### src/hw/aux_defines.svh
`default_nettype none

`ifndef AUX_DEFINES_SVH
`define AUX_DEFINES_SVH

// byte and native address widths
`define AUX_BYTE_W 8
`define AUX_ADDR_W 20

// idle cycles allowed after a message before the reply times out
`define AUX_REPLY_TIMEOUT 32

// retransmissions after the first try
`define AUX_MAX_RETRIES 3

`endif

`default_nettype wire

### src/hw/aux_pkg.sv
`include "aux_defines.svh"
`default_nettype none

package aux_pkg;

    typedef logic [`AUX_BYTE_W-1:0] aux_byte_t;
    typedef logic [`AUX_ADDR_W-1:0] aux_addr_t;

    // request opcode from spm / lpm
    typedef enum logic [1:0] {
        NATIVE_WRITE = 2'b00,
        NATIVE_READ  = 2'b01
    } aux_cmd_e;

    // reply code, bits 5:4 of the first reply byte
    typedef enum logic [1:0] {
        REPLY_ACK   = 2'b00,
        REPLY_NACK  = 2'b01,
        REPLY_DEFER = 2'b10
    } aux_reply_e;

    typedef enum logic {
        SRC_SPM = 1'b0,
        SRC_LPM = 1'b1
    } req_src_e;

    typedef enum logic [1:0] {
        IDLE,
        ISSUE,
        WAIT_REPLY
    } ctrl_state_e;

    typedef enum logic [2:0] {
        ENC_IDLE,
        ENC_HDR0,
        ENC_HDR1,
        ENC_HDR2,
        ENC_LEN,
        ENC_DATA
    } enc_state_e;

endpackage

`default_nettype wire

### src/hw/aux_req_if.sv
`timescale 1ns/1ps
`default_nettype none

// one native request, control unit -> encoder
interface aux_req_if import aux_pkg::*; ();

    logic      vld;
    aux_cmd_e  cmd;
    aux_addr_t address;
    aux_byte_t len;
    aux_byte_t data;

    modport ctrl (
        output vld,
        output cmd,
        output address,
        output len,
        output data
    );

    modport enc (
        input vld,
        input cmd,
        input address,
        input len,
        input data
    );

endinterface

`default_nettype wire

### src/hw/aux_ctrl_unit.sv
`timescale 1ns/1ps
`include "aux_defines.svh"
`default_nettype none

module aux_ctrl_unit import aux_pkg::*; (
    input  logic       clk,
    input  logic       rst_n,
    input  logic       spm_vld,
    input  aux_cmd_e   spm_cmd,
    input  aux_addr_t  spm_address,
    input  aux_byte_t  spm_len,
    input  aux_byte_t  spm_data,
    input  logic       lpm_vld,
    input  aux_cmd_e   lpm_cmd,
    input  aux_addr_t  lpm_address,
    input  aux_byte_t  lpm_len,
    input  aux_byte_t  lpm_data,
    input  aux_reply_e reply_ack,
    input  logic       reply_ack_vld,
    input  logic       phy_start_stop,
    input  logic       timer_timeout,
    aux_req_if.ctrl    req,
    output logic       busy,
    output req_src_e   reply_src,
    output logic       native_failed
);

    localparam int RETRY_W = $clog2(`AUX_MAX_RETRIES + 1);

    ctrl_state_e        state;
    logic [RETRY_W-1:0] retry_cnt;
    logic               reply_done;
    logic               new_req;
    logic               retry_req;
    logic               end_req;
    logic               can_retry;

    aux_cmd_e           held_cmd;
    aux_addr_t          held_address;
    aux_byte_t          held_len;
    aux_byte_t          held_data;

    ////////////////////////////////////////
    // arbitration and retry decisions
    ////////////////////////////////////////

    assign new_req   = spm_vld || lpm_vld;
    assign retry_req = (reply_ack_vld && reply_ack == REPLY_DEFER) || timer_timeout;
    // ack or nack closes the transaction
    assign end_req   = reply_done || (reply_ack_vld && reply_ack != REPLY_DEFER);
    assign can_retry = retry_cnt < RETRY_W'(`AUX_MAX_RETRIES);

    always_ff @(posedge clk or negedge rst_n) begin
        if (!rst_n) begin
            state         <= IDLE;
            retry_cnt     <= '0;
            reply_done    <= 1'b0;
            native_failed <= 1'b0;
            reply_src     <= SRC_SPM;
        end else begin
            native_failed <= 1'b0;
            case (state)
                IDLE: begin
                    if (new_req) begin
                        state      <= ISSUE;
                        retry_cnt  <= '0;
                        reply_done <= 1'b0;
                        // spm has priority
                        reply_src  <= spm_vld ? SRC_SPM : SRC_LPM;
                    end
                end
                ISSUE: begin
                    state <= WAIT_REPLY;
                end
                WAIT_REPLY: begin
                    if (native_failed) begin
                        state <= IDLE;
                    end else if (end_req) begin
                        reply_done <= 1'b1;
                        // hold busy until the reply burst is over
                        if (!phy_start_stop) begin
                            state <= IDLE;
                        end
                    end else if (retry_req) begin
                        if (can_retry) begin
                            retry_cnt <= retry_cnt + 1'b1;
                            state     <= ISSUE;
                        end else begin
                            native_failed <= 1'b1;
                        end
                    end
                end
                default: state <= IDLE;
            endcase
        end
    end

    // winner is held for retransmission
    always_ff @(posedge clk) begin
        if (state == IDLE && new_req) begin
            held_cmd     <= spm_vld ? spm_cmd     : lpm_cmd;
            held_address <= spm_vld ? spm_address : lpm_address;
            held_len     <= spm_vld ? spm_len     : lpm_len;
            held_data    <= spm_vld ? spm_data    : lpm_data;
        end
    end

    assign req.vld     = (state == ISSUE);
    assign req.cmd     = held_cmd;
    assign req.address = held_address;
    assign req.len     = held_len;
    assign req.data    = held_data;

    assign busy = (state != IDLE);

endmodule

`default_nettype wire

### src/hw/native_msg_encoder.sv
`timescale 1ns/1ps
`default_nettype none

module native_msg_encoder import aux_pkg::*; (
    input  logic      clk,
    input  logic      rst_n,
    aux_req_if.enc    req,
    output aux_byte_t tx_byte,
    output logic      tx_vld
);

    enc_state_e state;
    aux_cmd_e   cmd_q;
    aux_addr_t  address_q;
    aux_byte_t  len_q;
    aux_byte_t  data_q;
    logic [3:0] cmd_nibble;

    always_ff @(posedge clk or negedge rst_n) begin
        if (!rst_n) begin
            state <= ENC_IDLE;
        end else begin
            case (state)
                ENC_IDLE: begin
                    if (req.vld) begin
                        state <= ENC_HDR0;
                    end
                end
                ENC_HDR0: state <= ENC_HDR1;
                ENC_HDR1: state <= ENC_HDR2;
                ENC_HDR2: state <= ENC_LEN;
                // data byte only follows on writes
                ENC_LEN:  state <= (cmd_q == NATIVE_WRITE) ? ENC_DATA : ENC_IDLE;
                default:  state <= ENC_IDLE;
            endcase
        end
    end

    always_ff @(posedge clk) begin
        if (state == ENC_IDLE && req.vld) begin
            cmd_q     <= req.cmd;
            address_q <= req.address;
            len_q     <= req.len;
            data_q    <= req.data;
        end
    end

    // 1000 write, 1001 read
    assign cmd_nibble = (cmd_q == NATIVE_READ) ? 4'b1001 : 4'b1000;

    always_comb begin
        case (state)
            ENC_HDR0: tx_byte = {cmd_nibble, address_q[19:16]};
            ENC_HDR1: tx_byte = address_q[15:8];
            ENC_HDR2: tx_byte = address_q[7:0];
            ENC_LEN:  tx_byte = len_q;
            ENC_DATA: tx_byte = data_q;
            default:  tx_byte = '0;
        endcase
    end

    assign tx_vld = (state != ENC_IDLE);

endmodule

`default_nettype wire

### src/hw/aux_phy_link.sv
`timescale 1ns/1ps
`include "aux_defines.svh"
`default_nettype none

module aux_phy_link import aux_pkg::*; (
    input  logic      clk,
    input  logic      rst_n,
    input  aux_byte_t tx_byte,
    input  logic      tx_vld,
    output aux_byte_t aux_tx_data,
    output logic      aux_start_stop,
    input  aux_byte_t aux_rx_data,
    input  logic      phy_start_stop,
    output aux_byte_t rx_byte,
    output logic      rx_vld,
    output logic      rx_first,
    output logic      timer_timeout
);

    localparam int TMR_W = $clog2(`AUX_REPLY_TIMEOUT);

    logic             phy_q;
    logic             tmr_run;
    logic [TMR_W-1:0] tmr_cnt;

    ////////////////////////////////////////
    // transmit framing
    ////////////////////////////////////////

    always_ff @(posedge clk or negedge rst_n) begin
        if (!rst_n) begin
            aux_start_stop <= 1'b0;
            phy_q          <= 1'b0;
        end else begin
            aux_start_stop <= tx_vld;
            phy_q          <= phy_start_stop;
        end
    end

    // data lines up with aux_start_stop
    always_ff @(posedge clk) begin
        aux_tx_data <= tx_byte;
    end

    ////////////////////////////////////////
    // reply capture
    ////////////////////////////////////////

    assign rx_byte  = aux_rx_data;
    assign rx_vld   = phy_start_stop;
    // rising edge of the sink frame
    assign rx_first = phy_start_stop && !phy_q;

    // reply timeout, armed as the message ends
    always_ff @(posedge clk or negedge rst_n) begin
        if (!rst_n) begin
            tmr_run       <= 1'b0;
            tmr_cnt       <= '0;
            timer_timeout <= 1'b0;
        end else begin
            timer_timeout <= 1'b0;
            if (aux_start_stop && !tx_vld) begin
                tmr_run <= 1'b1;
                tmr_cnt <= '0;
            end else if (phy_start_stop) begin
                tmr_run <= 1'b0;
            end else if (tmr_run) begin
                if (tmr_cnt == TMR_W'(`AUX_REPLY_TIMEOUT - 1)) begin
                    tmr_run       <= 1'b0;
                    timer_timeout <= 1'b1;
                end else begin
                    tmr_cnt <= tmr_cnt + 1'b1;
                end
            end
        end
    end

endmodule

`default_nettype wire

### src/hw/reply_decoder.sv
`timescale 1ns/1ps
`default_nettype none

module reply_decoder import aux_pkg::*; (
    input  logic       clk,
    input  logic       rst_n,
    input  aux_byte_t  rx_byte,
    input  logic       rx_vld,
    input  logic       rx_first,
    output aux_reply_e reply_ack,
    output logic       reply_ack_vld,
    output aux_byte_t  reply_data,
    output logic       reply_data_vld
);

    aux_reply_e ack_code;

    // reply code sits in bits 5:4 of the first byte
    always_comb begin
        case (rx_byte[5:4])
            2'b00:   ack_code = REPLY_ACK;
            2'b10:   ack_code = REPLY_DEFER;
            // reserved code handled as nack, no retry
            default: ack_code = REPLY_NACK;
        endcase
    end

    always_ff @(posedge clk or negedge rst_n) begin
        if (!rst_n) begin
            reply_ack_vld  <= 1'b0;
            reply_data_vld <= 1'b0;
        end else begin
            reply_ack_vld  <= rx_vld && rx_first;
            reply_data_vld <= rx_vld && !rx_first;
        end
    end

    always_ff @(posedge clk) begin
        if (rx_vld && rx_first) begin
            reply_ack <= ack_code;
        end
        if (rx_vld && !rx_first) begin
            reply_data <= rx_byte;
        end
    end

endmodule

`default_nettype wire

### src/hw/aux_native_top.sv
`timescale 1ns/1ps
`default_nettype none

module aux_native_top import aux_pkg::*; (
    input  logic       clk_aux,
    input  logic       rst_n,
    input  logic       spm_vld,
    input  aux_cmd_e   spm_cmd,
    input  aux_addr_t  spm_address,
    input  aux_byte_t  spm_len,
    input  aux_byte_t  spm_data,
    input  logic       lpm_vld,
    input  aux_cmd_e   lpm_cmd,
    input  aux_addr_t  lpm_address,
    input  aux_byte_t  lpm_len,
    input  aux_byte_t  lpm_data,
    output aux_byte_t  aux_tx_data,
    output logic       aux_start_stop,
    input  aux_byte_t  aux_rx_data,
    input  logic       phy_start_stop,
    output aux_byte_t  reply_data,
    output logic       reply_data_vld,
    output aux_reply_e reply_ack,
    output logic       reply_ack_vld,
    output req_src_e   reply_src,
    output logic       busy,
    output logic       timer_timeout,
    output logic       native_failed
);

    ////////////////////////////////////////
    // pipeline wires
    ////////////////////////////////////////

    aux_req_if req_bus ();

    aux_byte_t tx_byte;
    logic      tx_vld;
    aux_byte_t rx_byte;
    logic      rx_vld;
    logic      rx_first;

    aux_ctrl_unit u_ctrl (
        .clk            (clk_aux),
        .rst_n          (rst_n),
        .spm_vld        (spm_vld),
        .spm_cmd        (spm_cmd),
        .spm_address    (spm_address),
        .spm_len        (spm_len),
        .spm_data       (spm_data),
        .lpm_vld        (lpm_vld),
        .lpm_cmd        (lpm_cmd),
        .lpm_address    (lpm_address),
        .lpm_len        (lpm_len),
        .lpm_data       (lpm_data),
        .reply_ack      (reply_ack),
        .reply_ack_vld  (reply_ack_vld),
        .phy_start_stop (phy_start_stop),
        .timer_timeout  (timer_timeout),
        .req            (req_bus.ctrl),
        .busy           (busy),
        .reply_src      (reply_src),
        .native_failed  (native_failed)
    );

    native_msg_encoder u_enc (
        .clk     (clk_aux),
        .rst_n   (rst_n),
        .req     (req_bus.enc),
        .tx_byte (tx_byte),
        .tx_vld  (tx_vld)
    );

    aux_phy_link u_phy (
        .clk            (clk_aux),
        .rst_n          (rst_n),
        .tx_byte        (tx_byte),
        .tx_vld         (tx_vld),
        .aux_tx_data    (aux_tx_data),
        .aux_start_stop (aux_start_stop),
        .aux_rx_data    (aux_rx_data),
        .phy_start_stop (phy_start_stop),
        .rx_byte        (rx_byte),
        .rx_vld         (rx_vld),
        .rx_first       (rx_first),
        .timer_timeout  (timer_timeout)
    );

    reply_decoder u_dec (
        .clk            (clk_aux),
        .rst_n          (rst_n),
        .rx_byte        (rx_byte),
        .rx_vld         (rx_vld),
        .rx_first       (rx_first),
        .reply_ack      (reply_ack),
        .reply_ack_vld  (reply_ack_vld),
        .reply_data     (reply_data),
        .reply_data_vld (reply_data_vld)
    );

endmodule

`default_nettype wire

### config.mk
export PLATFORM = sky130hd
export DESIGN_NAME = aux_native_top
export DESIGN_NICKNAME = d
export VERILOG_FILES = /design/src/hw/aux_pkg.sv /design/src/hw/aux_req_if.sv /design/src/hw/aux_ctrl_unit.sv /design/src/hw/native_msg_encoder.sv /design/src/hw/aux_phy_link.sv /design/src/hw/reply_decoder.sv /design/src/hw/aux_native_top.sv
export VERILOG_INCLUDE_DIRS = /design/src /design/src/hw
export SDC_FILE = /design/constraint.sdc
export NUM_CORES = 1
export LEC_CHECK = 0
export BUFFER_PORTS_ARGS = -buffer_cell sky130_fd_sc_hd__buf_2
export CAP_MARGIN = 20
export CORE_ASPECT_RATIO = 0.6
export CORE_MARGIN = 2
export CORE_UTILIZATION = 35
export CTS_CLUSTER_SIZE = 20
export DETAILED_ROUTE_END_ITERATION = 7
export PLACE_DENSITY_LB_ADDON = 0.08
export SLEW_MARGIN = 15
export SYNTH_ARGS = -nofsm -noshare
export SYNTH_HDL_FRONTEND = slang
export SYNTH_HIERARCHICAL = 1
export SYNTH_SLANG_ARGS = --single-unit
### constraint.sdc
create_clock -name clk_aux -period 4.5 [get_ports clk_aux]
set_input_delay 0.45 -clock clk_aux [delete_from_list [all_inputs] [get_ports clk_aux]]
set_output_delay 0.45 -clock clk_aux [all_outputs]
set_load 0.05 [all_outputs]
==> flow_metrics.py, run 1 <==
metrics = {
    "yosys": {
        "syn-instance-count": 282,
        "yosysWarnings": 6,
        "synth_xor_area_share_pct": 0.383,
        "muxShareOfSynthArea_pct": 12.7,
        "synth_edf_count": 86,
        "seq_area_frac_synth_pct": 71.5,
        "synth_top_flop_cell": "edfxtp_1",
        "synth_compound_area_share_pct": 4.71,
        "async_flop_share_pct": 18.3,
        "synthAdderAreaFrac_pct": 0.821,
        "yosys.area_share.simple_pct": 6.48,
        "synth_top_family_by_area": "multiplexers",
        "yosysUniqueCellTypes": 44,
        "ys_ff_latch": 115,
        "synth.avg_cell_area_um2": 16.2,
        "synth_nets": 374,
        "synth_area_mm2": 0.00457,
    },
    "setup_path": {
        "endpoint_kind": "flip-flop",
        "worst_ep_required_time_ps": 4610,
        "crit_type": "reg2reg",
        "worstSetupStartpointType": "flip-flop",
        "cp.depth": 3,
        "reg2regPathDepth": 3,
        "slowest_delay_ps": 560,
        "path_buf_inv": 1,
        "critPathTopFamily": "simple AND/OR/NAND/NOR gates",
        "cp.arrival_ps": 2210,
        "path_max_fanout": 22,
        "crit_slowest_cell": "dfrtp_1",
        "crit_chain": "or3_1 -> nor2_4 -> buf_16",
    },
    "timing": {
        "finalCritPeriodShare_pct": 46.7,
        "finalHoldViolations": 0,
        "slew_headroom_pct": 44.0,
        "timing.fmax_ghz": 0.476,
        "grt_setup_unrepaired": "false",
        "drv_slew": 0,
        "setup_viol": 0,
        "layout_min_cycle_time_ps": 2100,
        "whs_ps": 8.08,
        "skew_ps": 7.43,
        "tightest_slew_ps": 838,
        "fin_ws_ps": 2400,
        "setup_tns_ps": 0,
    },
    "grt": {
        "grt_max_degree": 41,
        "grt_pass1_wl_um": 13200,
        "grt_antenna_before_repair": 0,
        "first_global_vias": 2584,
        "grt_usage_pct": 12.7,
        "grt_overflow": 0,
    },
    "clocking": {
        "post-cts-setup-buffers": 0,
        "cts.sinks": 115,
        "postCtsHoldBufs": 0,
        "tritoncts": "yes",
        "htree_levels": 4,
        "clk_path_buf_depth": 2,
        "clockRootBuffer": "clkbuf_16",
        "cts.clk_slew.worst_paths_ps": 60,
        "cts_buffers": 17,
        "cts_resized": 0,
        "clk-insertion-delay-late_ps": 400,
    },
    "final_layout": {
        "drive_above_1_share_pct": 45.5,
        "layout_commonest_cell": "buf_2",
        "fillers": 1165,
        "n_antenna_cell": 0,
        "final_nets": 488,
        "area_growth_pct": 28.6,
        "final_cell_mix": "buf_2 (113), edfxtp_1 (86), mux2_2 (29)",
    },
    "placed_design": {
        "io_buffer_count": 113,
        "place_hpwl_um": 5390,
        "gp_congestion": 0.749,
        "place_ws_ps": 2140,
    },
    "outcome": {
        "outcome": "complete, no violations",
    },
    "die": {
        "start_util_pct": 35.7,
        "dieWidth_um": 152,
        "num_rows": 32,
        "io_pins": 114,
        "dieArea_mm2": 0.0140,
        "core_area_mm2": 0.0128,
        "die_h_um": 92.5,
    },
    "route": {
        "route.antenna.remaining_nets": 0,
        "drt-total-wl_um": 8270,
        "drtIter0Drc": 76,
        "drcViolationCount": 0,
        "vias_per_cell": 4.46,
        "drt_pass1_iterations": 4,
        "wl_per_cell_um": 14.3,
        "num_vias": 2583,
    },
    "flow_run": {
        "cap_violations": 0,
    },
    "power": {
        "ir_drop_v": 0.000271,
        "power_density_mw_per_mm2": 644,
        "power.leakage_nw": 2.36,
    },
    "worst_hold_path": {
        "hp-class": "in2async",
    },
}
## kinds of logic after synthesis
family          count (synthesis)
compound gates                 34
fa+ha+maj                       3
mux                            53
flops                         115
simple gates                   48
buf+inv                        27
xor+xnor                        2
## through the flow
step	instances	instance area, um^2	power (W)	util [%]
2_1_floorplan	282	4570	0.00219	-
3_3_place_gp	546	5240	0.00242	40.9
3_5_place_dp	546	5240	0.00243	40.9
4_1_cts	578	5850	0.00383	45.7
5_1_grt	579	5880	0.00398	45.9
6_report	579	5880	0.00379	45.9
## where the power goes
part | leakage, nW | switching [W] | internal, W | total (W)
logic | 0.929 | 0.000538 | 0.000265 | 0.000803
clock network | 0.288 | 0.000459 | 0.000922 | 0.00138
registers | 1.14 | 0.000118 | 0.00149 | 0.00160
total | 2.36 | 0.00112 | 0.00267 | 0.00379
## cell usage after synthesis, types with 2 or more instances
cell      number  share of area [%]
edfxtp_1      86                 56
mux2_2        29                7.1
dfrtp_1       21                 11
mux2i_1       14                3.1
a21oi_1       13                1.4
buf_4         13                2.1
nand2_1       11               0.90
mux2_1        10                2.5
dfxtp_1        8                3.5
nor2_1         8               0.66
buf_2          7               0.77
inv_1          5               0.41
nand2b_1       4               0.55
nor2b_1        4               0.55
o21ai_1        4               0.44
or3_1          4               0.55
a211o_1        3               0.57
ha_1           3               0.82
o21ai_0        3               0.33
a31oi_1        2               0.27
and3_1         2               0.27
nand3_1        2               0.22
o221ai_1       2               0.38
o22ai_1        2               0.27
or3b_1         2               0.38
xnor2_1        2               0.38
## worst reg2reg max path, delay by kind of cell, from the launching register on
| kind | cells | cell delay [ps] |
|---|---|---|
| buffers and inverters | 1 | 240 |
| flip-flops | 1 | 560 |
| AND/OR/NAND/NOR | 2 | 1000 |
## flip-flops by register name, summed over array words and instances (netlist names), 3 cells and up
register,cells
u_ctrl/req.address,20
u_ctrl/req.data,8
u_enc/data_q,8
u_enc/len_q,8
u_enc/address_q,20
u_phy/tmr_cnt,5
u_phy/aux_tx_data,8
u_enc/state,3
u_dec/reply_data,8
u_ctrl/req.len,8
## metal layers
layer / vias up / GRT usage, % / routed length [um]
met5: - / 0 / 0
met4: 0 / 6.25 / 140
met3: 13 / 3.69 / 452
met2: 72 / 17.9 / 3520
met1: 1216 / 18.0 / 4150
li1: 1282 / - / -
## path summary, 6_finish.rpt
| path | startpoint | to | slack, ps |
|---|---|---|---|
| max reg2reg | u_enc/state[1] | u_enc/address_q[15] | 2400 |
| min in group clk_aux | aux_rx_data[2] | u_dec/reply_data[2] | 220 |
| max | u_enc/state[1] | u_enc/address_q[15] | 2400 |
| min reg2reg | u_ctrl/req.len[7] | u_enc/len_q[7] | 420 |
| max in group asynchronous | rst_n | u_phy/tmr_cnt[0] | 4140 |
| min | rst_n | u_dec/reply_ack_vld | 8 |
## layout make-up
class | count | area [um^2] | share of cell area [%]
Timing Repair Buffer | 116 | 608 | 10.3
Tap cell | 170 | 213 | 3.62
Clock buffer | 18 | 429 | 7.30
Clock inverter | 14 | 186 | 3.17
Sequential cell | 115 | 3270 | 55.6
Multi-Input combinational cell | 140 | 1150 | 19.6
Inverter | 6 | 22.5 | 0.383
Note: power is estimated with default switching activity, not from simulation.
==> run 2, diff against run 1 <==
clock period = 2.2 ns   (was 4.5 ns; I/O delays follow)
==> flow_metrics.py, run 2 (same netlist as run 1, synthesis figures left out) <==
metrics = {
    "clocking": {
        "tritoncts": "yes",
        "cts_buffers": 17,
        "clockRootBuffer": "clkbuf_16",
        "htree_levels": 4,
        "cts.sinks": 115,
        "clk_path_buf_depth": 2,
        "cts.clk_slew.worst_paths_ps": 50,
        "clk-insertion-delay-late_ps": 400,
    },
    "worst_hold_path": {
        "hold_path_depth": 1,
        "hp-class": "in2reg",
        "hp-start": "aux_rx_data[4]",
        "whs_endpoint": "u_dec/reply_data[4]",
    },
    "timing": {
        "timing.fmax_ghz": 0.499,
        "setup_tns_ps": 0,
        "tightest_slew_ps": 523,
        "setup_viol": 0,
        "finalHoldViolations": 0,
        "finalCritPeriodShare_pct": 91.1,
        "slew_headroom_pct": 65.1,
        "skew_ps": 8.54,
        "grt_setup_unrepaired": "false",
        "drv_slew": 0,
        "layout_min_cycle_time_ps": 2000,
    },
    "final_layout": {
        "stdcell_area_mm2": 0.00598,
        "layout_commonest_cell": "buf_2",
        "fillers": 1175,
        "drive_above_1_share_pct": 44.3,
        "n_antenna_cell": 0,
        "area_growth_pct": 30.7,
        "final_cell_mix": "buf_2 (113), edfxtp_1 (86), mux2_2 (29)",
        "final_nets": 501,
    },
    "route": {
        "drtIter0Drc": 126,
        "wl_per_cell_um": 13.8,
        "vias_per_cell": 4.44,
        "route.antenna.remaining_nets": 0,
        "num_vias": 2629,
        "highest_layer": "met4",
        "drt_pass1_iterations": 6,
        "drcViolationCount": 0,
        "wl_met3_um": 481,
        "wl_met1_um": 4040,
        "wl_met2_um": 3590,
        "drt-total-wl_um": 8200,
    },
    "setup_path": {
        "cp_common_cell": "ha_1",
        "path_buf_inv": 0,
        "reg2reg_from": "u_phy/tmr_cnt[0]",
        "worst_ep_required_time_ps": 2520,
        "crit_chain": "ha_1 -> and3_1 -> ha_1 -> or3b_4 -> or3_1 -> a21oi_1",
        "reg2regPathDepth": 6,
        "path_max_fanout": 7,
        "crit_type": "reg2reg",
        "worstReg2RegEnd": "u_phy/tmr_cnt[3]",
        "crit_slowest_cell": "or3b_4",
        "worstSetupStartpointType": "flip-flop",
        "cp.arrival_ps": 2330,
        "endpoint_kind": "flip-flop",
        "r2r_slack_ps": 200,
        "critPathTopFamily": "simple AND/OR/NAND/NOR gates",
        "slowest_delay_ps": 440,
    },
    "outcome": {
        "outcome": "complete, no violations",
    },
    "die": {
        "dieArea_mm2": 0.0140,
        "io_pins": 114,
        "die_h_um": 92.5,
        "dieWidth_um": 152,
        "num_rows": 32,
        "core_area_mm2": 0.0128,
        "start_util_pct": 35.7,
    },
    "grt": {
        "grt_max_degree": 39,
        "grt_usage_pct": 12.7,
        "grt_pass1_wl_um": 13000,
        "grt_overflow": 0,
        "grt_antenna_before_repair": 0,
        "first_global_vias": 2634,
    },
    "placed_design": {
        "io_buffer_count": 113,
        "gp_congestion": 0.710,
        "place_hpwl_um": 5610,
        "place_area_mm2": 0.00530,
    },
    "power": {
        "ir_drop_v": 0.000696,
        "power.leakage_nw": 2.41,
        "power_density_mw_per_mm2": 1280,
    },
    "flow_run": {
        "cap_violations": 0,
    },
}
## run 2: area by class of cell
type	instances	area, um^2	share of cell area [%]
Sequential cell	115	3270	54.7
Multi-Input combinational cell	140	1160	19.3
Timing Repair Buffer	129	733	12.3
Clock buffer	21	450	7.53
Tap cell	170	213	3.56
Clock inverter	11	135	2.26
Inverter	6	22.5	0.377
## run 2: how the worst max path moves through the flow
stage,startpoint,to,cells after the start
CTS,u_phy/tmr_cnt[0],u_phy/tmr_cnt[3],6
detailed placement,u_phy/tmr_cnt[0],u_phy/tmr_cnt[3],6
global route,u_phy/tmr_cnt[0],u_phy/tmr_cnt[3],6
floorplan,u_phy/tmr_cnt[0],u_phy/tmr_cnt[3],7
global placement,u_phy/tmr_cnt[0],u_phy/tmr_cnt[3],6
finish,u_phy/tmr_cnt[0],u_phy/tmr_cnt[3],6
## run 2: timing repair
action | CTS | global route
hold buffers | 9 | 0
gates resized for setup | 0 | 1
setup buffers | 0 | 0
endpoints found under the setup margin | 0 | 1
endpoints found under the hold margin | 29 | 0
## run 2: per-stage QoR
stage	hold slack (ps)	utilization [%]	setup WS, ps	instances	power (W)
after global routing	17.4	46.7	51.3	592	0.00805
after CTS	7.91	46.6	145	592	0.00777
final	33.3	46.7	195	592	0.00765
after global placement	215	41.4	190	551	0.00502
after floorplan	-75.6	-	220	282	0.00449
after detailed placement	215	41.4	145	551	0.00504
## run 2: per-layer routing
layer  track usage, %  vias up
met4             7.18        0
li1                 -     1302
met2             17.9       72
met5                0        -
met3             3.84        7
met1             17.3     1248
## run 2: worst register-to-register path: stages (launching register included)
cell	delay, ps
dfrtp_1	400
ha_1	210
and3_1	180
ha_1	200
or3b_4	440
or3_1	350
a21oi_1	140
## run 2: report_power, final
group	total (W)	internal [W]	switching, W
clock network	0.00267	0.00179	0.000878
registers	0.00319	0.00303	0.000160
logic	0.00179	0.000601	0.00119
total	0.00765	0.00543	0.00223
